File: src/rtl/obi_pkg.sv
//****************************************
// obi package
// widths and master count of the reduced OBI
//****************************************

`default_nettype none

package obi_pkg;

  // address and data paths
  localparam int unsigned ADDR_WIDTH = 32;
  localparam int unsigned DATA_WIDTH = 32;
  localparam int unsigned BE_WIDTH = DATA_WIDTH / 8;

  // external masters on the bus
  localparam int unsigned NUM_MASTERS = 2;
  localparam int unsigned MASTER_IDX_W = (NUM_MASTERS > 1) ? $clog2(NUM_MASTERS) : 1;

endpackage : obi_pkg

`default_nettype wire

File: src/rtl/core_v_mini_mcu_pkg.sv
//****************************************
// mcu package
// memory map, ram banking and register offsets
//****************************************

`default_nettype none

package core_v_mini_mcu_pkg;

  // on-chip ram
  localparam int unsigned MEM_SIZE = 4096;
  localparam int unsigned NUM_BANKS = 2;
  localparam int unsigned BANK_IDX_W = (NUM_BANKS > 1) ? $clog2(NUM_BANKS) : 1;
  // bank select sits just above one bank's byte range, bit 11
  localparam int unsigned RAM_BANK_BIT = $clog2(MEM_SIZE / NUM_BANKS);

  localparam logic [31:0] RAM_START_ADDRESS = 32'h0000_0000;
  localparam logic [31:0] AO_PERIPH_START_ADDRESS = 32'h2000_0000;
  localparam logic [31:0] AO_PERIPH_SIZE = 32'h0000_1000;
  localparam logic [31:0] PERIPH_START_ADDRESS = 32'h3000_0000;
  localparam logic [31:0] PERIPH_SIZE = 32'h0000_1000;

  // register offsets inside a 4 KiB window
  localparam int unsigned REG_OFFSET_W = 12;

  localparam logic [REG_OFFSET_W-1:0] EXIT_VALID_OFFSET = 12'h000;
  localparam logic [REG_OFFSET_W-1:0] EXIT_VALUE_OFFSET = 12'h004;
  localparam logic [REG_OFFSET_W-1:0] BOOT_SELECT_OFFSET = 12'h008;
  localparam logic [REG_OFFSET_W-1:0] MTIME_OFFSET = 12'h010;
  localparam logic [REG_OFFSET_W-1:0] MTIMECMP_OFFSET = 12'h014;
  localparam logic [REG_OFFSET_W-1:0] TIMER_CTRL_OFFSET = 12'h018;

  localparam logic [REG_OFFSET_W-1:0] GPIO_OUT_OFFSET = 12'h000;
  localparam logic [REG_OFFSET_W-1:0] GPIO_EN_OFFSET = 12'h004;
  localparam logic [REG_OFFSET_W-1:0] GPIO_IN_OFFSET = 12'h008;

  localparam int unsigned GPIO_WIDTH = 32;

endpackage : core_v_mini_mcu_pkg

`default_nettype wire

File: src/rtl/ao_peripheral_subsystem.sv
//****************************************
// always-on peripherals
// exit and boot-select registers, machine timer
//****************************************

`default_nettype none

module ao_peripheral_subsystem
  import obi_pkg::*;
  import core_v_mini_mcu_pkg::*;
(
  input  logic                  clk_i,
  input  logic                  rst_n_i,
  input  logic                  req_i,
  input  logic                  we_i,
  input  logic [ADDR_WIDTH-1:0] addr_i,
  input  logic [DATA_WIDTH-1:0] wdata_i,
  input  logic                  boot_select_i,
  output logic [DATA_WIDTH-1:0] rdata_o,
  output logic                  exit_valid_o,
  output logic [DATA_WIDTH-1:0] exit_value_o,
  output logic                  irq_timer_o
);

  logic                    wr_en;
  logic                    rd_en;
  logic [REG_OFFSET_W-1:0] offset;

  logic [DATA_WIDTH-1:0]   mtime_q;
  logic [DATA_WIDTH-1:0]   mtimecmp_q;
  logic                    timer_en_q;

  assign wr_en  = req_i && we_i;
  assign rd_en  = req_i && !we_i;
  assign offset = addr_i[REG_OFFSET_W-1:0];

  always_ff @(posedge clk_i or negedge rst_n_i) begin
    if (!rst_n_i) begin
      exit_valid_o <= 1'b0;
      exit_value_o <= '0;
      mtime_q      <= '0;
      mtimecmp_q   <= '0;
      timer_en_q   <= 1'b0;
      irq_timer_o  <= 1'b0;
    end else begin
      // sticky until reset
      if (wr_en && (offset == EXIT_VALID_OFFSET) && wdata_i[0]) begin
        exit_valid_o <= 1'b1;
      end
      if (wr_en && (offset == EXIT_VALUE_OFFSET)) begin
        exit_value_o <= wdata_i;
      end
      // a software write takes precedence over the count
      if (wr_en && (offset == MTIME_OFFSET)) begin
        mtime_q <= wdata_i;
      end else if (timer_en_q) begin
        mtime_q <= mtime_q + 1'b1;
      end
      if (wr_en && (offset == MTIMECMP_OFFSET)) begin
        mtimecmp_q <= wdata_i;
      end
      if (wr_en && (offset == TIMER_CTRL_OFFSET)) begin
        timer_en_q <= wdata_i[0];
      end
      irq_timer_o <= timer_en_q && (mtime_q >= mtimecmp_q);
    end
  end

  always_ff @(posedge clk_i) begin
    if (rd_en) begin
      case (offset)
        EXIT_VALID_OFFSET:  rdata_o <= DATA_WIDTH'(exit_valid_o);
        EXIT_VALUE_OFFSET:  rdata_o <= exit_value_o;
        BOOT_SELECT_OFFSET: rdata_o <= DATA_WIDTH'(boot_select_i);
        MTIME_OFFSET:       rdata_o <= mtime_q;
        MTIMECMP_OFFSET:    rdata_o <= mtimecmp_q;
        TIMER_CTRL_OFFSET:  rdata_o <= DATA_WIDTH'(timer_en_q);
        default:            rdata_o <= '0;
      endcase
    end
  end

  a_exit_sticky : assert property (@(posedge clk_i) disable iff (!rst_n_i)
    !$fell(exit_valid_o));

endmodule : ao_peripheral_subsystem

`default_nettype wire

File: config.mk
export PLATFORM = sky130hd
export DESIGN_NAME = ao_peripheral_subsystem
export DESIGN_NICKNAME = d
export VERILOG_FILES = /design/src/rtl/obi_pkg.sv /design/src/rtl/core_v_mini_mcu_pkg.sv /design/src/rtl/ao_peripheral_subsystem.sv
export SDC_FILE = /design/constraint.sdc
export NUM_CORES = 1
export LEC_CHECK = 0
export BUFFER_PORTS_ARGS = -buffer_cell sky130_fd_sc_hd__buf_2
export CORE_AREA = 4 4 94 185
export DETAILED_ROUTE_END_ITERATION = 12
export DIE_AREA = 0 0 98 189
export HOLD_SLACK_MARGIN = 0.1
export PLACE_DENSITY = 0.71
export REMOVE_ABC_BUFFERS = 1
export SYNTH_ARGS = -nofsm -noshare
export SYNTH_HDL_FRONTEND = slang
export SYNTH_SLANG_ARGS = --single-unit
File: constraint.sdc
create_clock -name clk_i -period 2.7 [get_ports clk_i]
set_input_delay 0.54 -clock clk_i [delete_from_list [all_inputs] [get_ports clk_i]]
set_output_delay 0.54 -clock clk_i [all_outputs]
set_load 0.01 [all_outputs]
Word-level counts from Yosys, hierarchy flattened
Index checks and enable logic that the tools add are counted.
{ "word_totals": {"ff_bits": 131, "out_inout_bits": 66} }
{ "classes": {"addsub": 1, "order_cmp": 1, "eq_ne": 5, "n_mux": 3, "n_reduce_logical": 12} }
{ "ops": {"columns": ["operator", "n"], "rows": [
  ["32-bit case mux with 6 select lines", 1],
  ["32-bit two-way mux", 2],
  ["12-bit by 5-bit equality test with 1-bit output, second input constant", 3],
  ["32-bit by 1-bit adder with 32-bit output, second input constant", 1],
  ["32-bit >= comparator", 1],
  ["12-bit by 3-bit equality test with 1-bit output, second input constant", 1],
  ["12-bit by 4-bit equality test with 1-bit output, second input constant", 1],
  ["12-bit logical NOT", 1],
  ["1-bit logical AND", 9],
  ["2-bit nonzero test", 1],
  ["1-bit logical NOT", 1]
]} }

Logic depth before layout (Yosys ltp)
{ "logic_depth": {"word_depth": 3, "depth_mapped": 7} }

Least setup slack after synthesis
OpenSTA, ideal clock, no wires.
{ "synth_timing": {"path_kind": "in2reg", "from": "input we_i", "to": "register rdata_o[0], enable pin", "setup_time_ns": 0.425, "arrival_ns": 1.992, "t_required_ns": 2.275, "setup_slack_ns": 0.282, "cell_stages": 1, "path_buffers": 0, "path_cell_list": "nor2b_1"} }
{ "synth_between": {"elab_chain_len": 2} }
{ "synth_rtl": {"columns": ["element", "line_no", "source"], "rows": [
  ["from (decl)", "ao_peripheral_subsystem.sv:15", "input logic we_i,"],
  ["1-bit logical NOT", "ao_peripheral_subsystem.sv:34", "assign rd_en = req_i && !we_i;"],
  ["1-bit logical AND", "ao_peripheral_subsystem.sv:34", null],
  ["to (signal assigned)", "ao_peripheral_subsystem.sv:72", "EXIT_VALID_OFFSET: rdata_o <= DATA_WIDTH'(exit_valid_o);"],
  ["to (signal assigned)", "ao_peripheral_subsystem.sv:73", "EXIT_VALUE_OFFSET: rdata_o <= exit_value_o;"],
  ["to (signal assigned)", "ao_peripheral_subsystem.sv:74", "BOOT_SELECT_OFFSET: rdata_o <= DATA_WIDTH'(boot_select_i);"],
  ["to (decl)", "ao_peripheral_subsystem.sv:19", "output logic [DATA_WIDTH-1:0] rdata_o,"]
]} }
Every way passes these cells.
A chain may end at the register's enable or synchronous reset.

Worst setup path after layout
{ "layout_timing": {"from": "register mtimecmp_q[0]", "to": "register irq_timer_o"} }
{ "layout_between": {"elab_chain_len": 2} }
{ "layout_rtl": {"columns": ["element", "line_no", "source"], "rows": [
  ["from (decl)", "ao_peripheral_subsystem.sv:30", "logic [DATA_WIDTH-1:0] mtimecmp_q;"],
  ["from (signal assigned)", "ao_peripheral_subsystem.sv:60", "mtimecmp_q <= wdata_i;"],
  ["32-bit >= comparator", "ao_peripheral_subsystem.sv:65", "irq_timer_o <= timer_en_q && (mtime_q >= mtimecmp_q);"],
  ["1-bit logical AND", "ao_peripheral_subsystem.sv:65", null],
  ["to (signal assigned)", "ao_peripheral_subsystem.sv:65", null],
  ["to (decl)", "ao_peripheral_subsystem.sv:22", "output logic irq_timer_o"]
]} }
Every way passes these cells.

==> results.py <==
metrics = {
    "clocking": {
        "clkSinkCount": 131,
        "clockBufferDepth": 2,
        "cts_tree": "built",
        "clkTransAtPathRegs_ns": 0.06,
        "cts_max_level": 4,
        "clk_latency_ns": 0.41,
        "post_cts_resized": 0,
        "cts_hold_buf": 0,
        "post_cts_buffers": 0,
        "cts-root-buf": "clkbuf_16",
        "cts_buffers": 17,
    },
    "yosys": {
        "ys_warn_count": 0,
        "synth_most_common_cell": "dfrtp_1",
        "yosysSeqAreaShare_pct": 48.72,
        "avgSynthCellArea_um2": 11.63,
        "ys_top_cells_by_area": "dfrtp_1 (35%), edfxtp_1 (14%), mux2_2 (10%), mux2_4 (6.4%), ha_1 (5.9%)",
        "synth_top_area_share_pct": 35.11,
        "synth_ff_type": "dfrtp_1",
        "async_flop_share_pct": 75.57,
        "yosys.area.top_type": "dfrtp_1",
        "postSynthCellCount": 607,
        "synth-seq-cells": 131,
        "synth_edf_count": 32,
        "synth.distinct_cells": 46,
        "syn_area_um2": 7057,
        "yosys-top-cells-count": "dfrtp_1 (99), nor2_1 (71), mux2_2 (65), a21oi_1 (42), inv_1 (36)",
    },
    "pwr": {
        "power.leakage_nw": 3.924,
        "finalPower_mw": 5.058,
        "combPwrFrac_pct": 9.4,
        "power_density_nw_per_um2": 593.7,
        "seq_power_share_pct": 41.8,
        "switching_share_pct": 22.77,
        "ir_drop_uv": 456.3,
        "p_sw_mw": 1.152,
        "clkPwrFrac_pct": 48.8,
        "p_int_mw": 3.907,
    },
    "die": {
        "pin_count": 135,
        "die-area_um2": 18520,
        "dieHeight_um": 189,
        "initial_core_util_pct": 43.82,
        "core_area_um2": 16100,
        "chipWidth_um": 98,
        "placementRows": 66,
    },
    "layout": {
        "final_util_pct": 52.91,
        "drive_gt1_share_pct": 36.18,
        "fin_nets": 827,
        "final_area_um2": 8519,
        "synthToLayoutAreaGrowth_pct": 20.73,
        "fillers": 1408,
        "diodes": 0,
        "finalNonFillerCells": 942,
    },
    "sta": {
        "rsz0062_at_grt": "no",
        "maxSlewViolCount": 0,
        "slew_headroom_pct": 56.34,
        "period_minus_slack_ns": 2.391,
        "finalSetupViolCount": 0,
        "hold_viol": 0,
        "fin_crit_sh_pct": 88.55,
        "fin_skew_ns": 0.006404,
        "tightest_slew_ns": 0.6549,
        "max_freq_mhz": 418.3,
    },
    "global_route": {
        "grt_usage_pct": 18.86,
        "grt_start_max_net_pins": 65,
        "antenna_found_initial": 0,
        "grt_first_pass_wirelength_um": 27940,
        "globalRoute.totalOverflow": 0,
        "grt_pass1_vias": 5383,
    },
    "critical_path": {
        "path_max_fanout": 3,
        "cpMaxStageDelayCell": "a2111oi_0",
        "timing.rr.end": "irq_timer_o",
        "crit_required_ns": 2.99,
        "worstSetupPathType": "reg -> reg",
        "r2r_cells": 7,
        "crit_path_start_kind": "register",
        "path_buf_inv": 1,
        "cpLargestDelayFamily": "compound AO/OA/AOI/OAI gates",
        "critPathCaptureType": "register",
        "timing.rr.start": "mtimecmp_q[0]",
        "cp_cell_sequence": "ha_1 -> nand2b_1 -> a2111oi_0 -> o21ai_0 -> a2111oi_0 -> buf_4 -> o21ai_0",
        "crit_path_max_incr_delay_ns": 0.49,
        "rrSetupSlack_ns": 0.31,
        "crit_arrival_ns": 2.68,
    },
    "routing": {
        "drt_iter0_drc": 248,
        "dr.pass1.iters": 4,
        "ant_nets": 0,
        "post_drt_wl_per_cell_um": 17.81,
        "drcViolationCount": 0,
        "routed_wl_um": 16780,
        "avgViaCountPerCell": 5.332,
        "vias": 5023,
    },
    "flow_run": {
        "drv_cap": 0,
    },
    "placement": {
        "dp_cells": 910,
        "io_buffers": 114,
        "gp_congestion": 0.8614,
        "place_hpwl_um": 11340,
        "dpl_cell_area_um2": 7881,
    },
    "outcome": {
        "status": "complete, no violations",
    },
    "hold_path": {
        "hold_class": "in -> async",
    },
}
cells by family after synthesis:
logic type,after synthesis,share of synthesized area (%)
AOI/OAI and AO/OA,95,8.546
muxes,99,17.34
xor gates and xnor gates,31,3.848
adders and majority gates,33,5.851
buffers and inverters,66,4.273
and+or+nand+nor,152,11.42
DFF,131,48.72
state kept, by name (all words and copies together), names as in the netlist:
register and flops:
exit_value_o 32, mtime_q 32, mtimecmp_q 32, rdata_o 32, exit_valid_o 1, irq_timer_o 1, timer_en_q 1
routing by layer:
layer	vias up	wire, µm	GRT usage, %
li1	2422	-	-
met1	2440	7326	24.09
met2	139	8368	31.75
met3	22	820	4.056
met4	0	262	6.080
met5	-	0	0
worst max-delay path by stage:
stage / start / to / slack, ns / cells past startpoint
final: mtimecmp_q[0] / irq_timer_o / 0.31 / 7
after detailed placement: addr_i[1] / exit_value_o[7] / 0.18 / 6
after CTS: mtimecmp_q[0] / irq_timer_o / 0.26 / 7
after global routing: mtimecmp_q[0] / irq_timer_o / 0.14 / 7
after global placement: addr_i[1] / exit_value_o[2] / 0.22 / 6
after floorplan: addr_i[1] / mtime_q[0] / -0.11 / 5
worst reg2reg max path: stages, from the launching register on:
cell and delay [ns]:
dfrtp_1 0.40, ha_1 0.27, nand2b_1 0.14, a2111oi_0 0.49, o21ai_0 0.21, a2111oi_0 0.48
buf_4 0.20, o21ai_0 0.08
cell usage in the layout, fill, tap and decap left out, types with 4 or more instances in the layout:
cell	n
a21oi_1	42
xnor2_1	9
bufinv_16	4
nand3_1	14
buf_4	13
mux2_4	30
inv_1	36
nand4_1	16
buf_2	113
nor3_1	5
clkbuf_8	4
and3_1	7
dfrtp_1	99
a211oi_1	4
clkbuf_16	17
nand2_1	16
xor2_1	22
o21ai_0	5
nor2_1	71
mux2_2	65
and4_1	5
ha_1	33
edfxtp_1	32
a22oi_1	31
power by group through the flow:
stage | Combinational [mW] | Clock [mW] | Sequential, mW
detailed placement | 0.475 | 0 | 2.15
floorplan | 0.259 | 0 | 2.14
global placement | 0.464 | 0 | 2.15
global route | 0.531 | 2.61 | 2.12
CTS | 0.482 | 2.52 | 2.11
finish | 0.477 | 2.47 | 2.11
cell type report:
class / count / area (µm²) / area share [%]
multi-input combinational: 410 / 3329 / 39.08
clock buffer: 23 / 488.0 / 5.728
timing repair buffer: 129 / 723.2 / 8.489
tap: 204 / 255.2 / 2.996
inverter: 36 / 135.1 / 1.586
clock inverter: 9 / 150.1 / 1.762
sequential: 131 / 3438 / 40.36
metrics by stage:
| stage | setup slack, ns | hold WS [ns] | TNS (ns) |
|---|---|---|---|
| 2_1_floorplan | -0.1119 | 0.2444 | -5.647 |
| 3_3_place_gp | 0.2225 | 0.4931 | 0 |
| 3_5_place_dp | 0.1802 | 0.5033 | 0 |
| 4_1_cts | 0.2627 | 0.1122 | 0 |
| 5_1_grt | 0.1390 | 0.1347 | 0 |
| 6_report | 0.3092 | 0.1012 | 0 |
Note: power is estimated with default switching activity, not from simulation.
