$ cat config.mk
export PLATFORM = sky130hd
export DESIGN_NAME = system_bus
export DESIGN_NICKNAME = d
export VERILOG_FILES = /design/src/rtl/obi_pkg.sv /design/src/rtl/core_v_mini_mcu_pkg.sv /design/src/rtl/system_bus.sv
export SDC_FILE = /design/constraint.sdc
export NUM_CORES = 1
export LEC_CHECK = 0
export BUFFER_PORTS_ARGS = -buffer_cell sky130_fd_sc_hd__buf_4
export CAP_MARGIN = 20
export CELL_PAD_IN_SITES_DETAIL_PLACEMENT = 1
export CELL_PAD_IN_SITES_GLOBAL_PLACEMENT = 2
export CORE_AREA = 10 10 205 207
export CTS_CLUSTER_DIAMETER = 100
export DETAILED_ROUTE_END_ITERATION = 12
export DIE_AREA = 0 0 215 217
export MAX_ROUTING_LAYER = met4
export PLACE_DENSITY = 0.7
export REMOVE_ABC_BUFFERS = 1
export SYNTH_ARGS = -nofsm -noshare
export SYNTH_HDL_FRONTEND = slang
export SYNTH_SLANG_ARGS = --single-unit
$ cat constraint.sdc
create_clock -name clk_i -period 5.3 [get_ports clk_i]
set_input_delay 0.265 -clock clk_i [delete_from_list [all_inputs] [get_ports clk_i]]
set_output_delay 0.265 -clock clk_i [all_outputs]
set_load 0.05 [all_outputs]
$ cat src/rtl/obi_pkg.sv
//****************************************
// obi package
// widths and master count of the reduced OBI
//****************************************

`default_nettype none

package obi_pkg;

  // address and data paths
  localparam int unsigned ADDR_WIDTH = 32;
  localparam int unsigned DATA_WIDTH = 32;
  localparam int unsigned BE_WIDTH = DATA_WIDTH / 8;

  // external masters on the bus
  localparam int unsigned NUM_MASTERS = 2;
  localparam int unsigned MASTER_IDX_W = (NUM_MASTERS > 1) ? $clog2(NUM_MASTERS) : 1;

endpackage : obi_pkg

`default_nettype wire

$ cat src/rtl/core_v_mini_mcu_pkg.sv
//****************************************
// mcu package
// memory map, ram banking and register offsets
//****************************************

`default_nettype none

package core_v_mini_mcu_pkg;

  // on-chip ram
  localparam int unsigned MEM_SIZE = 4096;
  localparam int unsigned NUM_BANKS = 2;
  localparam int unsigned BANK_IDX_W = (NUM_BANKS > 1) ? $clog2(NUM_BANKS) : 1;
  // bank select sits just above one bank's byte range, bit 11
  localparam int unsigned RAM_BANK_BIT = $clog2(MEM_SIZE / NUM_BANKS);

  localparam logic [31:0] RAM_START_ADDRESS = 32'h0000_0000;
  localparam logic [31:0] AO_PERIPH_START_ADDRESS = 32'h2000_0000;
  localparam logic [31:0] AO_PERIPH_SIZE = 32'h0000_1000;
  localparam logic [31:0] PERIPH_START_ADDRESS = 32'h3000_0000;
  localparam logic [31:0] PERIPH_SIZE = 32'h0000_1000;

  // register offsets inside a 4 KiB window
  localparam int unsigned REG_OFFSET_W = 12;

  localparam logic [REG_OFFSET_W-1:0] EXIT_VALID_OFFSET = 12'h000;
  localparam logic [REG_OFFSET_W-1:0] EXIT_VALUE_OFFSET = 12'h004;
  localparam logic [REG_OFFSET_W-1:0] BOOT_SELECT_OFFSET = 12'h008;
  localparam logic [REG_OFFSET_W-1:0] MTIME_OFFSET = 12'h010;
  localparam logic [REG_OFFSET_W-1:0] MTIMECMP_OFFSET = 12'h014;
  localparam logic [REG_OFFSET_W-1:0] TIMER_CTRL_OFFSET = 12'h018;

  localparam logic [REG_OFFSET_W-1:0] GPIO_OUT_OFFSET = 12'h000;
  localparam logic [REG_OFFSET_W-1:0] GPIO_EN_OFFSET = 12'h004;
  localparam logic [REG_OFFSET_W-1:0] GPIO_IN_OFFSET = 12'h008;

  localparam int unsigned GPIO_WIDTH = 32;

endpackage : core_v_mini_mcu_pkg

`default_nettype wire

$ cat src/rtl/system_bus.sv
//****************************************
// system bus
// fixed-priority arbiter, decoder and response router
//****************************************

`default_nettype none

module system_bus
  import obi_pkg::*;
  import core_v_mini_mcu_pkg::*;
(
  input  logic                                   clk_i,
  input  logic                                   rst_n_i,

  input  logic [NUM_MASTERS-1:0]                 req_i,
  input  logic [NUM_MASTERS-1:0]                 we_i,
  input  logic [NUM_MASTERS-1:0][BE_WIDTH-1:0]   be_i,
  input  logic [NUM_MASTERS-1:0][ADDR_WIDTH-1:0] addr_i,
  input  logic [NUM_MASTERS-1:0][DATA_WIDTH-1:0] wdata_i,
  output logic [NUM_MASTERS-1:0]                 gnt_o,
  output logic [NUM_MASTERS-1:0]                 rvalid_o,
  output logic [NUM_MASTERS-1:0][DATA_WIDTH-1:0] rdata_o,

  output logic [NUM_BANKS-1:0]                   ram_req_o,
  output logic                                   ram_we_o,
  output logic [BE_WIDTH-1:0]                    ram_be_o,
  output logic [ADDR_WIDTH-1:0]                  ram_addr_o,
  output logic [DATA_WIDTH-1:0]                  ram_wdata_o,
  input  logic [NUM_BANKS-1:0][DATA_WIDTH-1:0]   ram_rdata_i,

  output logic                                   ao_req_o,
  output logic                                   ao_we_o,
  output logic [ADDR_WIDTH-1:0]                  ao_addr_o,
  output logic [DATA_WIDTH-1:0]                  ao_wdata_o,
  input  logic [DATA_WIDTH-1:0]                  ao_rdata_i,

  output logic                                   periph_req_o,
  output logic                                   periph_we_o,
  output logic [ADDR_WIDTH-1:0]                  periph_addr_o,
  output logic [DATA_WIDTH-1:0]                  periph_wdata_o,
  input  logic [DATA_WIDTH-1:0]                  periph_rdata_i
);

  typedef enum logic [1:0] {TGT_NONE, TGT_RAM, TGT_AO, TGT_PERIPH} target_e;

  logic                    any_req;
  logic [MASTER_IDX_W-1:0] sel;
  logic                    we;
  logic [ADDR_WIDTH-1:0]   addr;
  target_e                 target;
  logic [BANK_IDX_W-1:0]   bank;

  // record of the transfer granted last cycle
  logic                    rvalid_q;
  logic                    we_q;
  logic [MASTER_IDX_W-1:0] master_q;
  target_e                 target_q;
  logic [BANK_IDX_W-1:0]   bank_q;
  logic [DATA_WIDTH-1:0]   resp_data;

  // lowest index wins, so scan from the top down
  always_comb begin
    sel = '0;
    any_req = 1'b0;
    for (int m = NUM_MASTERS - 1; m >= 0; m--) begin
      if (req_i[m]) begin
        sel = MASTER_IDX_W'(m);
        any_req = 1'b1;
      end
    end
  end

  always_comb begin
    gnt_o = '0;
    gnt_o[sel] = any_req;
  end

  assign we   = we_i[sel];
  assign addr = addr_i[sel];
  assign bank = addr[RAM_BANK_BIT +: BANK_IDX_W];

  always_comb begin
    if ((addr - RAM_START_ADDRESS) < ADDR_WIDTH'(MEM_SIZE)) begin
      target = TGT_RAM;
    end else if ((addr - AO_PERIPH_START_ADDRESS) < AO_PERIPH_SIZE) begin
      target = TGT_AO;
    end else if ((addr - PERIPH_START_ADDRESS) < PERIPH_SIZE) begin
      target = TGT_PERIPH;
    end else begin
      target = TGT_NONE;
    end
  end

  always_comb begin
    ram_req_o = '0;
    ram_req_o[bank] = any_req && (target == TGT_RAM);
  end

  assign ram_we_o       = we;
  assign ram_be_o       = be_i[sel];
  assign ram_addr_o     = addr;
  assign ram_wdata_o    = wdata_i[sel];

  assign ao_req_o       = any_req && (target == TGT_AO);
  assign ao_we_o        = we;
  assign ao_addr_o      = addr;
  assign ao_wdata_o     = wdata_i[sel];

  assign periph_req_o   = any_req && (target == TGT_PERIPH);
  assign periph_we_o    = we;
  assign periph_addr_o  = addr;
  assign periph_wdata_o = wdata_i[sel];

  always_ff @(posedge clk_i or negedge rst_n_i) begin
    if (!rst_n_i) begin
      rvalid_q <= 1'b0;
      we_q     <= 1'b0;
      master_q <= '0;
      target_q <= TGT_NONE;
      bank_q   <= '0;
    end else begin
      rvalid_q <= any_req;
      if (any_req) begin
        we_q     <= we;
        master_q <= sel;
        target_q <= target;
        bank_q   <= bank;
      end
    end
  end

  // writes and unmapped reads answer with zero
  always_comb begin
    case (target_q)
      TGT_RAM:    resp_data = ram_rdata_i[bank_q];
      TGT_AO:     resp_data = ao_rdata_i;
      TGT_PERIPH: resp_data = periph_rdata_i;
      default:    resp_data = '0;
    endcase
    if (we_q) begin
      resp_data = '0;
    end
  end

  always_comb begin
    for (int m = 0; m < NUM_MASTERS; m++) begin
      rvalid_o[m] = rvalid_q && (master_q == MASTER_IDX_W'(m));
      rdata_o[m]  = rvalid_o[m] ? resp_data : '0;
    end
  end

  a_gnt_onehot0 : assert property (@(posedge clk_i) disable iff (!rst_n_i)
    $onehot0(gnt_o));

endmodule : system_bus

`default_nettype wire

* Word-level counts from Yosys, hierarchy flattened
Index checks and enable logic that the tools add are counted.
** Cells by class
- Reduce and logical (&&, ||, !) cells :: 7
- Eq/ne operators :: 6
- Multiplexer cells :: 24
- Bitwise gates (word level) :: 3
- Magnitude comparators :: 8
- Add/subtract/negate cells :: 2
** Operators by type and width (number)
- 32-bit two-way mux :: 9
- 32-bit by 13-bit < comparator with 1-bit output, second input constant :: 3
- 32-bit case mux with 3 select lines :: 1
- 32-bit by 30-bit subtractor with 32-bit output, second input constant :: 2
- 2-bit == test, second input constant :: 4
- 4-bit two-way mux :: 2
- 1-bit logical AND :: 7
- 1-bit two-way mux :: 7
- 1-bit by 2-bit < comparator with 1-bit output, second input constant :: 3
- 2-bit two-way mux :: 3
- 2-bit bitwise AND :: 2
- 2-bit by 1-bit == test with 1-bit output, second input constant :: 2
- 1-bit demux with 1-bit select :: 2
- 1-bit greater-or-equal comparator, second input constant :: 2
- 1-bit inverter :: 1
** Word-level totals
- Input bits :: 270
- Logic and storage cells :: 55
- Output and inout port bits :: 271
- Flip-flop bits (word level) :: 6

* Longest topological paths before layout
- Word-level depth :: 12
- Mapped depth :: 11
- Gate-level depth less buffers :: 10

* Worst setup path before layout
No wires, ideal clock.
- Path kind :: input -> output
- Start :: in req_i[0]
- End :: out periph_req_o
- Setup slack :: 2.260 ns
- Data arrival time :: 2.775 ns
- Path buffers :: 1
- Cell stages on the path :: 11
- Required time :: 5.035 ns
- Cells stage by stage :: nand2b_4 > buf_12 > inv_6 > mux2_4 > inv_1 > ha_1 > xor2_1 > or3_1 > a21oi_1 > a31oi_1 > nor4_2
** Between the ends
- Word-level cells in the longest chain between the ends :: 10
- Elaborated cells between the ends (all ways) :: 14
- Classes of those cells :: add/sub: 2; order compare: 3; eq/ne: 1; mux: 7; reduce/logical: 1
** Ends and longest elaborated chain
- start: declaration :: RTL line system_bus.sv:15 : input logic [NUM_MASTERS-1:0] req_i,
- 1-bit two-way mux (*) :: RTL line system_bus.sv:66 : if (req_i[m]) begin
- 32-bit two-way mux (not written as such) (*) (2 in a row) :: RTL line system_bus.sv:79 : assign addr = addr_i[sel];
- net ao_addr_o[29] :: RTL line system_bus.sv:33 : output logic [ADDR_WIDTH-1:0] ao_addr_o,
- 32-bit by 30-bit subtractor with 32-bit output :: RTL line system_bus.sv:87 : end else if ((addr - PERIPH_START_ADDRESS) < PERIPH_SIZE) begin
- 32-bit by 13-bit < comparator with 1-bit output :: RTL line system_bus.sv:87
- 2-bit two-way mux :: RTL line system_bus.sv:87
- 2-bit two-way mux :: RTL line system_bus.sv:85 : end else if ((addr - AO_PERIPH_START_ADDRESS) < AO_PERIPH_SIZE) begin
- 2-bit two-way mux (*) :: RTL line system_bus.sv:83 : if ((addr - RAM_START_ADDRESS) < ADDR_WIDTH'(MEM_SIZE)) begin
- 2-bit == test (*) :: RTL line system_bus.sv:109 : assign periph_req_o = any_req && (target == TGT_PERIPH);
- 1-bit logical AND (*) :: RTL line system_bus.sv:109
- end: declaration :: RTL line system_bus.sv:37 : output logic periph_req_o,
The timed path passes the listed nets; every way through them passes the cells marked *. The select of a mux whose other input is x is not followed.

* Worst setup path after layout
- Start :: in req_i[0]
- End :: out periph_req_o
** Between the ends
- Word-level cells in the longest chain between the ends :: 10
- Elaborated cells between the ends (all ways) :: 14
- Classes of those cells :: add/sub: 2; order compare: 3; eq/ne: 1; mux: 7; reduce/logical: 1
** Ends and longest elaborated chain (RTL line)
- 1-bit two-way mux :: system_bus.sv:66
- 32-bit two-way mux (not written as such) (2 in a row) :: system_bus.sv:79
- 32-bit by 30-bit subtractor with 32-bit output :: system_bus.sv:87
- 32-bit by 13-bit < comparator with 1-bit output :: system_bus.sv:87
- 2-bit two-way mux :: system_bus.sv:87
- 2-bit two-way mux :: system_bus.sv:85
- 2-bit two-way mux :: system_bus.sv:83
- 2-bit == test :: system_bus.sv:109
- 1-bit logical AND (*) :: system_bus.sv:109
Mark *: on every way between the ends. The rest lies on a longest branch, timed or not. The select of a mux whose other input is x is not followed.

==> flow_summary.yaml <==
outcome:
  status: "complete, no violations"
pwr:
  power.total_mw: 1.24
  ir_worst_vdd_v: 0.000147
  p_leak_nw: 4.07
  power_density_nw_per_um2: 165
detailed_routing:
  vias_per_cell: 3.72
  drt_wl_total_um: 36300
  wl_per_cell_um: 23.3
  detail-route-antenna-nets: 0
  drc: 0
  num_vias: 5803
  drtIter0Drc: 233
  dr.pass1.iters: 4
floorplanning:
  rows: 72
  die_area_um2: 46700
  fp.dieH_um: 217
  die_x_um: 215
  fp.coreArea_um2: 38100
  ioPinCount: 541
  start_util_pct: 10.1
setup_path:
  worstPathRequired_ns: 5.04
  path_max_fanout: 71
  crit_chain: "buf_4, nand2b_4, buf_4, mux2i_4, ha_1, xor2_1, or3_1, a21oi_1, a31oi_1, nor4_2, buf_4"
  critical_path_buf_inv_count: 3
  cpPeakStageDelay_ns: 0.66
  path_delay_family: "buffers and inverters"
  start_kind: "primary input"
  crit_slowest_cell: "buf_4"
  crit_path_frequent_cell: "buf_4"
  criticalPathCategory: "in -> out"
  arrival_ns: 2.98
  end_kind: "output port"
placement:
  hpwl_um: 31800
  placed_cells: 1549
  place.gp.congestion: 0.824
  numPortBuffers: 540
  place_area_um2: 7430
  place_ws_ns: 1.98
sta:
  fin_ws_ns: 2.05
  period_share_pct: 61.3
  slew_violations: 0
  tightestPinTransition_ns: 0.913
  layout_min_cycle_time_ns: 3.25
  skew_ns: 0
  fin_setup_tns_ns: 0
  slew_headroom_pct: 38.8
  rsz0062_at_grt: "false"
  hold_slack_ns: 0.231
  max_clock_freq_mhz: 308
  setup_violations: 0
  hold_violations: 0
clock_network:
  htree_levels: 1
  cts_root_buf: "clkbuf_16"
  clock_latency_ns: 0.23
  cts-buffers-inserted: 3
  cts.sinks: 6
  path_clk_slew_ns: 0.04
  tritoncts: "built"
  clock_path_buffers: 2
synth:
  netlist_area_um2: 3830
  synth-seq-cells: 6
  yosysWarnings: 0
  synth_compound_area_share_pct: 12.2
  yosysSeqAreaShare_pct: 3.92
  synth_edf_count: 0
  yosys.area_share.simple_pct: 40.5
  synth_top_family_by_area: "simple AND/OR/NAND/NOR gates"
  postSynthAreaPerCell_um2: 5.82
  synthMuxAreaShare_pct: 10.7
  synth_cells: 658
  synthFlopType: "dfrtp_1"
  synthArstFlopShare_pct: 100
  synthXorXnorAreaFrac_pct: 0.686
  yosys.cell_types.count: 37
  synthAdderAreaFrac_pct: 0.653
min_path:
  hp-class: "in -> reg"
global_routing:
  grt_pass1_vias: 6427
  antenna_found_initial: 3
  grt_max_degree: 72
  grt_pass1_wl_um: 49300
  grt.overflow.total: 0
  grtUsageTotal_pct: 14.9
finish:
  area_delta_synth_final_pct: 96.5
  final_util_pct: 19.8
  final_common_cell: "buf_4"
  stdcell_area_um2: 7530
  final_cell_mix: "548 x buf_4, 228 x nand2_1, 65 x and2_1, 43 x nor2_1, 35 x mux2i_1"
  drive_above_1_share_pct: 54.7
  instances_no_fill: 1558
  layout.nets: 1309
  fillers: 4796
flow_run:
  cap_violations: 0
==> metal layers <==
layer	vias up	GRT usage, %	routed length, um
li1	2735	-	-
met1	2729	14.9	13300
met2	325	28.2	19800
met3	14	4.51	2780
met4	0	2.63	371
met5	-	-	0
==> final cells by class <==
type | count | area, um2 | share of cell area (%)
Timing Repair Buffer | 549 | 4120 | 54.8
Multi-Input combinational cell | 471 | 2490 | 33.0
Tap cell | 518 | 648 | 8.61
Sequential cell | 6 | 154 | 2.04
Antenna cell | 4 | 10.0 | 0.133
Clock buffer | 4 | 78.8 | 1.05
Inverter | 6 | 27.5 | 0.366
==> final timing paths <==
check | startpoint | to | slack [ns] | cells past startpoint
setup reg to reg | target_q[1] | target_q[1] | 4.20 | 3
min in group asynchronous | rst_n_i | we_q | 0.43 | 2
max in group asynchronous | rst_n_i | target_q[0] | 4.74 | 2
hold / removal | req_i[0] | master_q | 0.23 | 2
hold reg to reg | master_q | master_q | 0.56 | 2
setup / recovery | req_i[0] | periph_req_o | 2.05 | 11
==> state kept, by name, indices dropped and copies added, names as in the netlist <==
register and count:
bank_q 1, we_q 1, rvalid_q 1, master_q 1, target_q 2
==> cells in the mapped netlist, types with 2 or more instances <==
master / count / area share (%)
buf_1: 4 / 0.39
or3_1: 2 / 0.33
buf_2: 8 / 1.0
nor4_1: 3 / 0.49
nand2_1: 228 / 22
clkbuf_1: 32 / 3.1
mux2i_1: 35 / 9.1
inv_1: 4 / 0.39
a31oi_1: 2 / 0.33
dfrtp_1: 6 / 3.9
nor2b_1: 2 / 0.33
xor2_1: 2 / 0.46
ha_1: 2 / 0.65
mux2_2: 2 / 0.59
a22oi_1: 32 / 6.3
buf_4: 130 / 25
nand3_1: 3 / 0.39
o21ai_0: 34 / 4.4
a21oi_1: 2 / 0.26
and2_1: 65 / 11
nor3_1: 2 / 0.26
nor2_1: 43 / 4.2
==> worst reg2reg max path: stages (launching register included) <==
cell and delay (ns):
dfrtp_2 0.34, buf_4 0.48, nand2_1 0.10, o21ai_0 0.09
==> power breakdown <==
group	internal, mW	leakage (nW)	switching, mW
combinational	0.336	3.96	0.718
clock	0.100	0.0382	0.0300
sequential	0.0487	0.0697	0.00560
==> kinds of logic after synthesis <==
kind of cell / Yosys count
compound gates: 73
xor+xnor: 3
fa+ha+maj: 2
buf+inv: 181
flops: 6
mux: 39
simple gates: 354
==> timing repair <==
| action | 4_1_cts | 5_1_grt |
|---|---|---|
| resized for setup | 0 | 0 |
| hold endpoints to repair | 6 | 0 |
| endpoints found under the setup margin | 0 | 0 |
| hold buffers | 1 | 0 |
| setup buffers | 0 | 0 |
Power figures use the tool's default switching activity.
