## config.mk

```make
export PLATFORM = sky130hd
export DESIGN_NAME = peripheral_subsystem
export DESIGN_NICKNAME = d
export VERILOG_FILES = /design/src/rtl/obi_pkg.sv /design/src/rtl/core_v_mini_mcu_pkg.sv /design/src/rtl/peripheral_subsystem.sv
export SDC_FILE = /design/constraint.sdc
export NUM_CORES = 1
export LEC_CHECK = 0
export BUFFER_PORTS_ARGS = -buffer_cell sky130_fd_sc_hd__buf_2
export CELL_PAD_IN_SITES_DETAIL_PLACEMENT = 1
export CELL_PAD_IN_SITES_GLOBAL_PLACEMENT = 2
export CORE_MARGIN = 1
export CORE_UTILIZATION = 30
export DETAILED_ROUTE_END_ITERATION = 10
export PLACE_DENSITY = 0.76
export SETUP_SLACK_MARGIN = 0.3
export SKIP_LAST_GASP = 1
export SYNTH_ARGS = -nofsm -noshare
export SYNTH_HDL_FRONTEND = slang
export SYNTH_SLANG_ARGS = --single-unit
```

## constraint.sdc

```tcl
create_clock -name clk_i -period 0.95 [get_ports clk_i]
set_input_delay 0.0475 -clock clk_i [delete_from_list [all_inputs] [get_ports clk_i]]
set_output_delay 0.0475 -clock clk_i [all_outputs]
set_load 0.01 [all_outputs]
```

## src/rtl/obi_pkg.sv

```systemverilog
//****************************************
// obi package
// widths and master count of the reduced OBI
//****************************************

`default_nettype none

package obi_pkg;

  // address and data paths
  localparam int unsigned ADDR_WIDTH = 32;
  localparam int unsigned DATA_WIDTH = 32;
  localparam int unsigned BE_WIDTH = DATA_WIDTH / 8;

  // external masters on the bus
  localparam int unsigned NUM_MASTERS = 2;
  localparam int unsigned MASTER_IDX_W = (NUM_MASTERS > 1) ? $clog2(NUM_MASTERS) : 1;

endpackage : obi_pkg

`default_nettype wire

```

## src/rtl/core_v_mini_mcu_pkg.sv

```systemverilog
//****************************************
// mcu package
// memory map, ram banking and register offsets
//****************************************

`default_nettype none

package core_v_mini_mcu_pkg;

  // on-chip ram
  localparam int unsigned MEM_SIZE = 4096;
  localparam int unsigned NUM_BANKS = 2;
  localparam int unsigned BANK_IDX_W = (NUM_BANKS > 1) ? $clog2(NUM_BANKS) : 1;
  // bank select sits just above one bank's byte range, bit 11
  localparam int unsigned RAM_BANK_BIT = $clog2(MEM_SIZE / NUM_BANKS);

  localparam logic [31:0] RAM_START_ADDRESS = 32'h0000_0000;
  localparam logic [31:0] AO_PERIPH_START_ADDRESS = 32'h2000_0000;
  localparam logic [31:0] AO_PERIPH_SIZE = 32'h0000_1000;
  localparam logic [31:0] PERIPH_START_ADDRESS = 32'h3000_0000;
  localparam logic [31:0] PERIPH_SIZE = 32'h0000_1000;

  // register offsets inside a 4 KiB window
  localparam int unsigned REG_OFFSET_W = 12;

  localparam logic [REG_OFFSET_W-1:0] EXIT_VALID_OFFSET = 12'h000;
  localparam logic [REG_OFFSET_W-1:0] EXIT_VALUE_OFFSET = 12'h004;
  localparam logic [REG_OFFSET_W-1:0] BOOT_SELECT_OFFSET = 12'h008;
  localparam logic [REG_OFFSET_W-1:0] MTIME_OFFSET = 12'h010;
  localparam logic [REG_OFFSET_W-1:0] MTIMECMP_OFFSET = 12'h014;
  localparam logic [REG_OFFSET_W-1:0] TIMER_CTRL_OFFSET = 12'h018;

  localparam logic [REG_OFFSET_W-1:0] GPIO_OUT_OFFSET = 12'h000;
  localparam logic [REG_OFFSET_W-1:0] GPIO_EN_OFFSET = 12'h004;
  localparam logic [REG_OFFSET_W-1:0] GPIO_IN_OFFSET = 12'h008;

  localparam int unsigned GPIO_WIDTH = 32;

endpackage : core_v_mini_mcu_pkg

`default_nettype wire

```

## src/rtl/peripheral_subsystem.sv

```systemverilog
//****************************************
// peripheral subsystem
// gpio out, enable and synchronized input
//****************************************

`default_nettype none

module peripheral_subsystem
  import obi_pkg::*;
  import core_v_mini_mcu_pkg::*;
(
  input  logic                  clk_i,
  input  logic                  rst_n_i,
  input  logic                  req_i,
  input  logic                  we_i,
  input  logic [ADDR_WIDTH-1:0] addr_i,
  input  logic [DATA_WIDTH-1:0] wdata_i,
  input  logic [GPIO_WIDTH-1:0] gpio_i,
  output logic [DATA_WIDTH-1:0] rdata_o,
  output logic [GPIO_WIDTH-1:0] gpio_o,
  output logic [GPIO_WIDTH-1:0] gpio_en_o
);

  logic [REG_OFFSET_W-1:0] offset;
  logic [GPIO_WIDTH-1:0]   gpio_meta_q;
  logic [GPIO_WIDTH-1:0]   gpio_sync_q;

  assign offset = addr_i[REG_OFFSET_W-1:0];

  always_ff @(posedge clk_i or negedge rst_n_i) begin
    if (!rst_n_i) begin
      gpio_o      <= '0;
      gpio_en_o   <= '0;
      gpio_meta_q <= '0;
      gpio_sync_q <= '0;
    end else begin
      // two-flop input synchronizer
      gpio_meta_q <= gpio_i;
      gpio_sync_q <= gpio_meta_q;
      if (req_i && we_i && (offset == GPIO_OUT_OFFSET)) begin
        gpio_o <= wdata_i[GPIO_WIDTH-1:0];
      end
      if (req_i && we_i && (offset == GPIO_EN_OFFSET)) begin
        gpio_en_o <= wdata_i[GPIO_WIDTH-1:0];
      end
    end
  end

  always_ff @(posedge clk_i) begin
    if (req_i && !we_i) begin
      case (offset)
        GPIO_OUT_OFFSET: rdata_o <= DATA_WIDTH'(gpio_o);
        GPIO_EN_OFFSET:  rdata_o <= DATA_WIDTH'(gpio_en_o);
        GPIO_IN_OFFSET:  rdata_o <= DATA_WIDTH'(gpio_sync_q);
        default:         rdata_o <= '0;
      endcase
    end
  end

endmodule : peripheral_subsystem

`default_nettype wire

```

## After elaboration in Yosys (flattened, before gate mapping)

Cells that the tools add are included.

| word-level totals | value |
|---|---|
| output and inout bits | 96 |
| input port bits | 100 |
| word-level logic and storage cells | 14 |
| flip-flop bits (word level) | 160 |

| operators by class | value |
|---|---|
| reduce and logical (&&, ||, !) cells | 6 |
| equality and inequality tests | 2 |
| muxes and demuxes | 1 |

Operator list:

| kind | count |
|---|---|
| one-hot mux 32 bit (3 select lines) | 1 |
| == test 12 x 3 -> 1 bit (second input constant) | 1 |
| == test 12 x 4 -> 1 bit (second input constant) | 1 |
| zero test 12 bit | 1 |
| logical AND 1 bit | 4 |
| zero test 1 bit | 1 |

## Longest topological paths before layout

Gate-level depths: netlist (run 1).

| logic depth | value |
|---|---|
| depth after elaboration | 2 |
| mapped depth | 6 |
| mapped depth without buffers | 3 |

## Least setup slack after synthesis (run 1)

OpenSTA, ideal clock, no wires.

| path | value |
|---|---|
| kind | input -> register |
| from | input we_i |
| to | register rdata_o[0] (enable) |
| stages on the path | 1 |
| data arrival time | 1.500 ns |
| path slack | -0.975 ns |
| required time | 0.525 ns |
| path buffers | 0 |
| library setup time | 0.425 ns |
| cells stage by stage | nor2b_1 |

| between the ends | value |
|---|---|
| word-level cells in the longest chain between the ends | 2 |

Ends and longest elaborated chain:

| what | line | source |
|---|---|---|
| start: declaration | peripheral_subsystem.sv:15 | `input logic we_i,` |
| zero test 1 bit | peripheral_subsystem.sv:50 | `if (req_i && !we_i) begin` |
| logical AND 1 bit | peripheral_subsystem.sv:50 |  |
| end signal: assignment | peripheral_subsystem.sv:52 | `GPIO_OUT_OFFSET: rdata_o <= DATA_WIDTH'(gpio_o);` |
| end signal: assignment | peripheral_subsystem.sv:53 | `GPIO_EN_OFFSET: rdata_o <= DATA_WIDTH'(gpio_en_o);` |
| end signal: assignment | peripheral_subsystem.sv:54 | `GPIO_IN_OFFSET: rdata_o <= DATA_WIDTH'(gpio_sync_q);` |
| end: declaration | peripheral_subsystem.sv:19 | `output logic [DATA_WIDTH-1:0] rdata_o,` |

No other way between the ends.
A chain may end at the register's enable or synchronous reset.

## Worst setup path in the final report (run 1)

| path | value |
|---|---|
| from | input addr_i[5] |
| to | register gpio_o[31] |

| between the ends | value |
|---|---|
| word-level cells in the longest chain between the ends | 2 |

Ends and longest elaborated chain:

| what | line | source |
|---|---|---|
| start: declaration | peripheral_subsystem.sv:16 | `input logic [ADDR_WIDTH-1:0] addr_i,` |
| zero test 12 bit | peripheral_subsystem.sv:40 | `if (req_i && we_i && (offset == GPIO_OUT_OFFSET)) begin` |
| logical AND 1 bit | peripheral_subsystem.sv:40 |  |
| end signal: assignment | peripheral_subsystem.sv:41 | `gpio_o <= wdata_i[GPIO_WIDTH-1:0];` |
| end: declaration | peripheral_subsystem.sv:20 | `output logic [GPIO_WIDTH-1:0] gpio_o,` |

No other way between the ends.

==> results of run 1 <==
## layout by cell type (no fill, tap or decap), types with 2 or more instances in the layout
cell type / n
mux2_2: 14
buf_8: 4
nor2b_4: 2
nor4_4: 2
edfxtp_1: 32
mux2i_1: 32
buf_16: 3
clkinv_1: 2
clkinvlp_4: 3
or2_2: 33
buf_12: 6
dlygate4sd3_1: 54
a21oi_2: 31
clkinv_2: 2
dfrtp_1: 128
buf_6: 140
inv_6: 5
mux2_4: 48
buf_2: 105
nand2_1: 32
clkbuf_16: 21
clkinv_4: 3
or4_4: 2
mux2_1: 2
buf_4: 48
## state kept, by name, summed over array words and instances (netlist names)
| signal | cells |
|---|---|
| gpio_en_o | 32 |
| gpio_meta_q | 32 |
| gpio_o | 32 |
| gpio_sync_q | 32 |
| rdata_o | 32 |
## what timing repair did
item / CTS / global route
hold buffers: 49 / 5
endpoints found under the hold margin: 224 / 32
pin swaps: 3 / 0
cloned: 3 / 4
endpoints found under the setup margin: 192 / 282
buffers inserted: 35 / 10
gates resized for setup: 174 / 39
## worst register-to-register path: stages, from the launching register on
cell	delay, ns
dfrtp_1	0.39
buf_4	0.13
mux2i_1	0.06
or2_2	0.33
a21oi_2	0.13
## cell type report
cell class	instances	area [um^2]	area share
Antenna cell	1	2.50	0.000242
Clock inverter	15	110	0.0106
Multi-Input combinational cell	202	1950	0.188
Clock buffer	17	425	0.0411
Timing Repair Buffer	364	3370	0.325
Sequential cell	160	4160	0.402
Tap cell	265	332	0.0320
## power groups by stage
stage          Combinational [mW]  Clock [mW]  Sequential (mW)
6_report                    0.968        6.37             7.26
5_1_grt                      1.04        6.78             7.28
4_1_cts                     0.906        6.42             7.27
3_5_place_dp                0.712           0             7.39
3_3_place_gp                0.693           0             7.38
2_1_floorplan               0.171           0             7.41
## logic make-up after synthesis
family | count (synthesis)
flip-flops | 160
AND/OR/NAND/NOR | 74
buffers and inverters | 21
AO/OA/AOI/OAI | 32
multiplexers | 96
## final timing paths
path / startpoint / end / slack [ns] / cells past startpoint
max in group asynchronous: rst_n_i / gpio_sync_q[18] / 0.41 / 3
max reg2reg: gpio_en_o[19] / rdata_o[19] / -0.23 / 4
max: addr_i[5] / gpio_o[31] / -0.46 / 7
min in group asynchronous: rst_n_i / gpio_sync_q[14] / 0.05 / 2
min: wdata_i[23] / gpio_o[23] / -0.13 / 2
min reg2reg: gpio_meta_q[22] / gpio_sync_q[22] / 0.35 / 0
## stage by stage
| stage | util | setup TNS (ns) | cell area [um^2] | hold slack, ns | worst slack (ns) |
|---|---|---|---|---|---|
| 6_report | 0.533 | -47.90 | 10300 | -0.135 | -0.457 |
| 5_1_grt | 0.533 | -53.04 | 10300 | -0.142 | -0.477 |
| 4_1_cts | 0.514 | -46.03 | 9970 | -0.157 | -0.431 |
| 3_5_place_dp | 0.405 | -83.90 | 7850 | -0.0926 | -1.00 |
| 3_3_place_gp | 0.405 | -81.18 | 7850 | -0.0942 | -0.945 |
| 2_1_floorplan | - | -63.34 | 6090 | -0.248 | -0.719 |
## cells in the mapped netlist
library cell	n	area, um^2
a21oi_1	32	160
mux2_1	16	180
buf_6	6	67.6
or2_2	33	206
mux2_2	48	541
buf_2	7	35.0
or3_1	1	6.26
or4bb_1	1	11.3
nor2b_1	2	12.5
edfxtp_1	32	961
or4_4	2	22.5
dfrtp_1	128	3200
nand2_1	32	120
nand4b_1	1	8.76
mux2i_1	32	320
nor4_4	2	42.5
clkbuf_1	8	30.0
## routing by layer
layer	vias to the layer above	global-route usage
met5	-	0
met3	31	0.0528
met4	2	0.0577
met2	114	0.366
li1	2061	-
met1	2360	0.239
==> summary.md, run 1 <==
| Metric | Value |
|---|---|
| Clk sinks | `160` |
| Min Tclk post-route | `1.41 ns` |
| Pre-antenna DRT Iters | `4` |
| Power, Total | `14.6 mW` |
| Slew Limit Headroom | `0.747` |
| Routed wire length | `20,700 um` |
| Power density over cell area | `1410 nW/um^2` |
| Max clock buf depth | `2` |
| Gr ovfl total | `0` |
| Setup violators final | `192` |
| Combinational share of power | `0.066` |
| Rows | `51` |
| RSZ-0062 raised after global routing | `yes` |
| Dpl hpwl | `11,800 um` |
| Peak supply drop | `1.22 mV` |
| Power Internal | `11.1 mW` |
| Cells after Synth | `383` |
| Die width | `143 um` |
| Clock Skews | `0.00909 ns` |
| Post-synthesis simple-gate area fraction | `0.0726` |
| Fillers | `1,948` |
| # nets final | `845` |
| CTS tree | `yes` |
| Setup CP Type | `input pin to flip-flop` |
| Initial DRC count | `159` |
| Largest net degree at the start of global routing | `61` |
| Initial Util | `0.306` |
| Total track usage | `0.204` |
| Hold_ws | `-0.135 ns` |
| Post-synthesis cell type count | `17` |
| Syn_nets | `483` |
| Die height | `143 um` |
| Crit path largest cell delay | `0.57 ns` |
| XOR/XNOR Fraction of Synth Area | `0` |
| Worst setup margin | `-0.457 ns` |
| Clock Latency Late Sink | `0.43 ns` |
| Mapped Area | `5930 um^2` |
| Initial antenna violation count | `2` |
| Max H-tree Level | `4` |
| Met3 routed WL | `875 um` |
| Critical path's slowest cell | `or4_4` |
| CORE AREA | `19,400 um^2` |
| Switching power share of the total | `0.243` |
| WP data arrival | `1.72 ns` |
| Crit Path Max Fanout | `5` |
| Crit-path cells | `buf_6 -> or4_4 -> nor4_4 -> buf_6 -> buf_6 -> buf_12 -> mux2_2` |
| Cell repeated most along the worst path | `buf_6` |
| Metal2 WL | `11,100 um` |
| Min-delay worst type | `input pin to flip-flop` |
| Failing checks | `negative hold slack, negative setup slack` |
| Clock power share | `0.436` |
| Worst setup SP type | `input pin` |
| Post-synthesis adder-cell area fraction | `0` |
| Max Slew Vio Count | `0` |
| Post-Layout Cell Count | `1,024` |
| Layout cells sized above 1 | `0.625` |
| Tcrit/Tclk final | `1.48` |
| Compound-Gate Fraction of Synth Area | `0.0270` |
| Flop pwr share | `0.498` |
| Largest family of logic cells by synthesized area | `multiplexers` |
| Number of buffers created by CTS | `17` |
| DR WL/cell | `20.2 um` |
| Placed Cells | `885` |
| Post-synthesis mux area share | `0.176` |
| Root buffer cell | `clkbuf_16` |
| Post-synthesis sequential area ratio | `0.702` |
| Vias in the first global route | `5,166` |
| GP Congestion | `0.802` |
| Final Hold Vio Count | `22` |
| Required time of the critical path | `1.26 ns` |
| DRC viols | `0` |
| First-pass GRT wire length | `30,400 um` |
| Static Leak | `4.78 nW` |
| Syn Area/Cell | `15.5 um^2` |
| Crit. End Element | `flip-flop` |
| Die area | `20,300 um^2` |
| Status | `finished with violations` |
| Met1 Wirelength | `8320 um` |
| Via density | `4.46` |
| Number of I/O pins | `196` |
| Syn-to-layout area delta | `74.5%` |
| Pin slew with the least headroom to its limit | `0.379 ns` |
| CP top delay family | `simple AND/OR/NAND/NOR gates` |
| Fmax | `711 MHz` |
| # Max-Cap Violations | `0` |
| Total number of vias | `4,568` |
| Worst-path clk slew | `0.07 ns` |
| Sw Pwr | `3.55 mW` |
| Top sig layer | `met5` |
| CP Buf/Inv Count | `4` |
| YS warnings | `0` |
| DRT antenna net count | `0` |
| Port Buffers | `175` |
| Yosys reg bits | `160` |
Note: power is estimated with default switching activity, not from simulation.
==> run 2, diff against run 1 <==
--- a/config.mk
+++ b/config.mk
@@ -6,14 +6,15 @@
 export NUM_CORES = 1
 export LEC_CHECK = 0
 export BUFFER_PORTS_ARGS = -buffer_cell sky130_fd_sc_hd__buf_2
-export CELL_PAD_IN_SITES_DETAIL_PLACEMENT = 1
-export CELL_PAD_IN_SITES_GLOBAL_PLACEMENT = 2
+export CELL_PAD_IN_SITES_DETAIL_PLACEMENT = 0
+export CELL_PAD_IN_SITES_GLOBAL_PLACEMENT = 1
 export CORE_MARGIN = 1
-export CORE_UTILIZATION = 30
+export CORE_UTILIZATION = 36
 export DETAILED_ROUTE_END_ITERATION = 10
 export PLACE_DENSITY = 0.76
 export SETUP_SLACK_MARGIN = 0.3
 export SKIP_LAST_GASP = 1
+export SLEW_MARGIN = 20
 export SYNTH_ARGS = -nofsm -noshare
 export SYNTH_HDL_FRONTEND = slang
 export SYNTH_SLANG_ARGS = --single-unit
==> run 2 against run 1 <==
Effect of this change:
- register-to-register slack gained 0.07 ns
- the flow still finishes with violations (negative hold slack, negative setup slack)
- largest power group unchanged
- flip-flop and latch count is the same
- maximum frequency grew 3.0%
==> summary.md, run 2 (same netlist as run 1, synthesis figures left out) <==
| Metric | Value |
|---|---|
| # Max-Cap Violations | `0` |
| Die width | `130 um` |
| DRT antenna net count | `0` |
| Status | `finished with violations` |
| Power density over cell area | `1460 nW/um^2` |
| Initial antenna violation count | `0` |
| GP Congestion | `0.778` |
| Static Leak | `4.61 nW` |
| Number of I/O pins | `196` |
| Crit. End Element | `flip-flop` |
| Slew Limit Headroom | `0.750` |
| DR WL/cell | `17.4 um` |
| Initial DRC count | `184` |
| Number of buffers created by CTS | `17` |
| DRC viols | `0` |
| CP Buf/Inv Count | `3` |
| Vias in the first global route | `4,488` |
| Crit Path Max Fanout | `9` |
| Max H-tree Level | `4` |
| Setup violators final | `192` |
| CTS tree | `yes` |
| Initial Util | `0.371` |
| Tcrit/Tclk final | `1.44` |
| Fmax | `732 MHz` |
| RSZ-0062 raised after global routing | `yes` |
| Total track usage | `0.196` |
| CP top delay family | `simple AND/OR/NAND/NOR gates` |
| Required time of the critical path | `1.25 ns` |
| Ant diodes | `0` |
| Root buffer cell | `clkbuf_16` |
| Min-delay worst type | `input pin to flip-flop` |
| Crit path largest cell delay | `0.57 ns` |
| CORE AREA | `16,000 um^2` |
| Pre-antenna DRT Iters | `4` |
| Cell repeated most along the worst path | `buf_6` |
| Layout cells sized above 1 | `0.602` |
| Power Internal | `11.3 mW` |
| Via density | `4.49` |
| First-pass GRT wire length | `24,000 um` |
| Routed wire length | `16,400 um` |
| Most common cell after layout, fill and taps aside | `buf_6` |
| Fillers | `1,233` |
| Critical path's slowest cell | `or4_4` |
| Worst-path clk slew | `0.06 ns` |
| Sw Pwr | `3.30 mW` |
| Die height | `130 um` |
| Worst setup margin | `-0.416 ns` |
| Failing checks | `negative hold slack, negative setup slack` |
| Setup CP Type | `input pin to flip-flop` |
| # nets final | `816` |
| Setup TNS | `-45.06 ns` |
| Total number of vias | `4,246` |
| Clock Latency Late Sink | `0.42 ns` |
| Dpl hpwl | `9750 um` |
| Max Slew Vio Count | `0` |
| Syn-to-layout area delta | `67.8%` |
| Rows | `46` |
| Pin slew with the least headroom to its limit | `0.375 ns` |
| Switching power share of the total | `0.227` |
| Gr ovfl total | `0` |
| Max clock buf depth | `2` |
| Port Buffers | `175` |
| Worst setup SP type | `input pin` |
| Clock Skews | `0.00548 ns` |
| Hold_ws | `-0.140 ns` |
| Crit-path cells | `buf_6 -> or4_4 -> nor4_4 -> buf_6 -> buf_12 -> mux2_2` |
| Die area | `17,000 um^2` |
| Most frequent cells in the layout | `132 x buf_6, 128 x dfrtp_1, 107 x buf_2` |
| Peak supply drop | `1.07 mV` |
| Combinational share of power | `0.061` |
| Clk sinks | `160` |
| WP data arrival | `1.67 ns` |
| Flop pwr share | `0.498` |
| Min Tclk post-route | `1.37 ns` |
| Post-place setup slack | `-0.957 ns` |
| Final Hold Vio Count | `26` |
| Clock power share | `0.441` |
| Largest net degree at the start of global routing | `69` |
## run 2: cell types whose count changed in the layout (fill, tap and decap cells not counted), sizes merged
cell	previous run	this run
clkinv	7	5
buf	306	281
inv	5	6
diode	1	0
clkinvlp	3	1
dlygate4sd3	54	52
clkbuf	21	22
## run 2: per-stage QoR
step	util	power, mW	instance area (um^2)	std cells
finish	0.622	14.6	9940	945
global placement	0.483	8.06	7720	831
global route	0.622	15.2	9940	945
floorplan	-	7.58	6090	383
detailed placement	0.483	8.07	7720	831
CTS	0.606	14.7	9700	934
## run 2: power groups by stage
stage	sequential [mW]	combinational, mW	clock (mW)
2_1_floorplan	7.41	0.171	0
3_3_place_gp	7.38	0.678	0
3_5_place_dp	7.39	0.687	0
4_1_cts	7.26	0.876	6.56
5_1_grt	7.27	0.973	6.93
6_report	7.26	0.888	6.42
## run 2: repair_timing
action	4_1_cts	5_1_grt
resized for setup	161	31
hold buffers	50	2
pin swaps	2	2
endpoints found under the setup margin	192	192
endpoints found under the hold margin	224	30
gates cloned	3	2
setup buffers	18	7
## run 2: worst paths after layout
kind                       cells after the start  slack, ns      startpoint        endpoint
hold reg to reg                                0       0.35  gpio_meta_q[8]  gpio_sync_q[8]
max in group asynchronous                      3       0.46         rst_n_i   gpio_en_o[28]
setup / recovery                               6      -0.42      addr_i[10]    gpio_en_o[1]
min in group asynchronous                      3       0.18         rst_n_i      gpio_o[14]
hold / removal                                 2      -0.14     wdata_i[27]      gpio_o[27]
setup reg to reg                               4      -0.16      gpio_o[24]     rdata_o[24]
## run 2: layout make-up
type	instances	area (um^2)	area share
Timing Repair Buffer	335	3070	0.308
Tap cell	216	270	0.0272
Sequential cell	160	4160	0.419
Clock buffer	20	468	0.0471
Multi-Input combinational cell	202	1880	0.189
Clock inverter	12	96.3	0.00969
## run 2: routing by layer
| layer | wire (um) | vias up | global-route usage | part of all wire |
|---|---|---|---|---|
| li1 | - | 2006 | - | - |
| met1 | 6590 | 2104 | 0.240 | 0.40 |
| met2 | 8840 | 112 | 0.334 | 0.54 |
| met3 | 633 | 24 | 0.0484 | 0.039 |
| met4 | 349 | 0 | 0.0752 | 0.021 |
| met5 | 0 | - | 0 | 0 |
==> run 3, diff against run 2 <==
--- a/config.mk
+++ b/config.mk
@@ -5,13 +5,11 @@
 export SDC_FILE = /design/constraint.sdc
 export NUM_CORES = 1
 export LEC_CHECK = 0
-export BUFFER_PORTS_ARGS = -buffer_cell sky130_fd_sc_hd__buf_2
-export CELL_PAD_IN_SITES_DETAIL_PLACEMENT = 0
-export CELL_PAD_IN_SITES_GLOBAL_PLACEMENT = 1
 export CORE_MARGIN = 1
-export CORE_UTILIZATION = 36
+export CORE_UTILIZATION = 56
 export DETAILED_ROUTE_END_ITERATION = 10
-export PLACE_DENSITY = 0.76
+export DONT_BUFFER_PORTS = 1
+export PLACE_DENSITY = 0.75
 export SETUP_SLACK_MARGIN = 0.3
 export SKIP_LAST_GASP = 1
 export SLEW_MARGIN = 20
==> run 3 against run 2 <==
Effect of this change:
- the run still ends with negative hold slack, negative setup slack left
- non-clock buffer count down 175
- final area down 14%
- clock skew up 0.0019 ns
- via count down 10%
- maximum frequency up 9.2%
- largest power group unchanged
- die area down 35%
- clock-buffer cell count down 1
==> summary.md, run 3 (same netlist as run 1, synthesis figures left out) <==
| Metric | Value |
|---|---|
| CP Buf/Inv Count | `2` |
| Worst-path clk slew | `0.07 ns` |
| Final design utilization | `0.835` |
| Status | `finished with violations` |
| Initial Util | `0.577` |
| CORE AREA | `10,300 um^2` |
| Setup violators final | `192` |
| Crit. End Element | `flip-flop` |
| Layout cells sized above 1 | `0.464` |
| Worst setup SP type | `input pin` |
| Rows | `37` |
| Dpl hpwl | `7640 um` |
| Max Slew Vio Count | `0` |
| Die width | `105 um` |
| Setup CP Type | `input pin to flip-flop` |
| Root buffer cell | `clkbuf_8` |
| DRT antenna net count | `0` |
| Max H-tree Level | `4` |
| Worst setup margin | `-0.301 ns` |
| Die height | `105 um` |
| Crit-path cells | `or4_4 -> nor4_4 -> buf_6 -> clkbuf_16 -> mux2_4` |
| Max clock buf depth | `2` |
| CP top delay family | `simple AND/OR/NAND/NOR gates` |
| Min Tclk post-route | `1.25 ns` |
| Critical path's slowest cell | `or4_4` |
| Via density | `5.53` |
| Most common cell after layout, fill and taps aside | `dfrtp_1` |
| Pre-antenna DRT Iters | `4` |
| Clk sinks | `160` |
| Most frequent cells in the layout | `128 x dfrtp_1, 71 x buf_6, 64 x dlygate4sd3_1` |
| Vias in the first global route | `4,142` |
| Clock Skews | `0.00733 ns` |
| Tcrit/Tclk final | `1.32` |
| Final Hold Vio Count | `192` |
| Number of buffers created by CTS | `17` |
| Fmax | `800 MHz` |
| Initial DRC count | `208` |
| Total track usage | `0.272` |
| Routed wire length | `15,400 um` |
| Failing checks | `negative hold slack, negative setup slack` |
| Ant diodes | `0` |
| Hold_ws | `-0.778 ns` |
| CTS tree | `yes` |
| Port Buffers | `0` |
| GP Congestion | `0.808` |
| # Max-Cap Violations | `0` |
| Power density over cell area | `1660 nW/um^2` |
| RSZ-0062 raised after global routing | `yes` |
| Min-delay worst type | `input pin to async pin` |
| Syn-to-layout area delta | `44.8%` |
| Largest net degree at the start of global routing | `129` |
| Die area | `11,000 um^2` |
| Total number of vias | `3,819` |
| Slew Limit Headroom | `0.813` |
| WP data arrival | `1.65 ns` |
| Hold Buf Count CTS | `64` |
| First-pass GRT wire length | `21,900 um` |
| Power, Total | `14.2 mW` |
| Static Leak | `3.76 nW` |
| Required time of the critical path | `1.35 ns` |
| Clock Latency Late Sink | `0.51 ns` |
| Fillers | `505` |
| # nets final | `641` |
| Number of I/O pins | `196` |
| Crit Path Max Fanout | `5` |
| DRC viols | `0` |
| DR WL/cell | `22.3 um` |
| Gr ovfl total | `0` |
| Pin slew with the least headroom to its limit | `0.278 ns` |
| Initial antenna violation count | `0` |
| Crit path largest cell delay | `0.56 ns` |
| Peak supply drop | `1.12 mV` |
[run 3: cell types whose count changed in the layout (fill, tap and decap cells not counted), sizes merged]
cell         previous run  this run
dlygate4sd3            52        64
inv                     6         2
clkbuf                 22        23
buf                   281        92
clkinvlp                1         4
bufinv                  0         2
[run 3: timing repair]
item,4_1_cts,5_1_grt
pin swaps,0,6
cloned,1,5
setup endpoints to repair,192,192
buffers inserted,12,6
hold endpoints to repair,288,192
gates resized for setup,69,46
[run 3: power by group]
group	internal, mW	switching [mW]	leakage, nW	total, mW
logic	0.275	0.174	1.56	0.450
registers	7.21	0.105	1.92	7.31
clock network	3.81	2.66	0.271	6.47
total	11.3	2.94	3.76	14.2
[run 3: cell type report]
| class | count | area (um^2) | share of cell area |
|---|---|---|---|
| well taps | 136 | 170 | 0.0198 |
| repair buffers | 160 | 1780 | 0.207 |
| multi-input cells | 202 | 1900 | 0.222 |
| clock inverters | 13 | 138 | 0.0160 |
| clock buffers | 19 | 432 | 0.0503 |
| flip-flops and latches | 160 | 4160 | 0.485 |
[run 3: final timing paths]
check | from | to | slack (ns) | depth (start not counted)
max | addr_i[9] | gpio_en_o[22] | -0.30 | 5
min in group clk_i | addr_i[3] | rdata_o[20] | -0.17 | 2
max reg2reg | gpio_en_o[24] | rdata_o[24] | -0.18 | 4
min | rst_n_i | gpio_o[21] | -0.78 | 0
min reg2reg | gpio_meta_q[27] | gpio_sync_q[27] | 0.35 | 0
max in group asynchronous | rst_n_i | gpio_en_o[24] | 1.50 | 0
[run 3: per-stage QoR]
stage / area [um^2] / instances / TNS, ns / setup slack (ns)
2_1_floorplan: 6090 / 383 / -63.34 / -0.719
3_3_place_gp: 6700 / 570 / -67.51 / -0.779
3_5_place_dp: 6700 / 570 / -69.31 / -0.825
4_1_cts: 8260 / 679 / -28.30 / -0.225
5_1_grt: 8590 / 690 / -35.12 / -0.292
6_report: 8590 / 690 / -30.80 / -0.301
[run 3: metal layers]
layer,global-route usage,share of wire
met1,0.304,0.38
met2,0.482,0.54
met3,0.0717,0.051
met5,0,0
met4,0.130,0.030
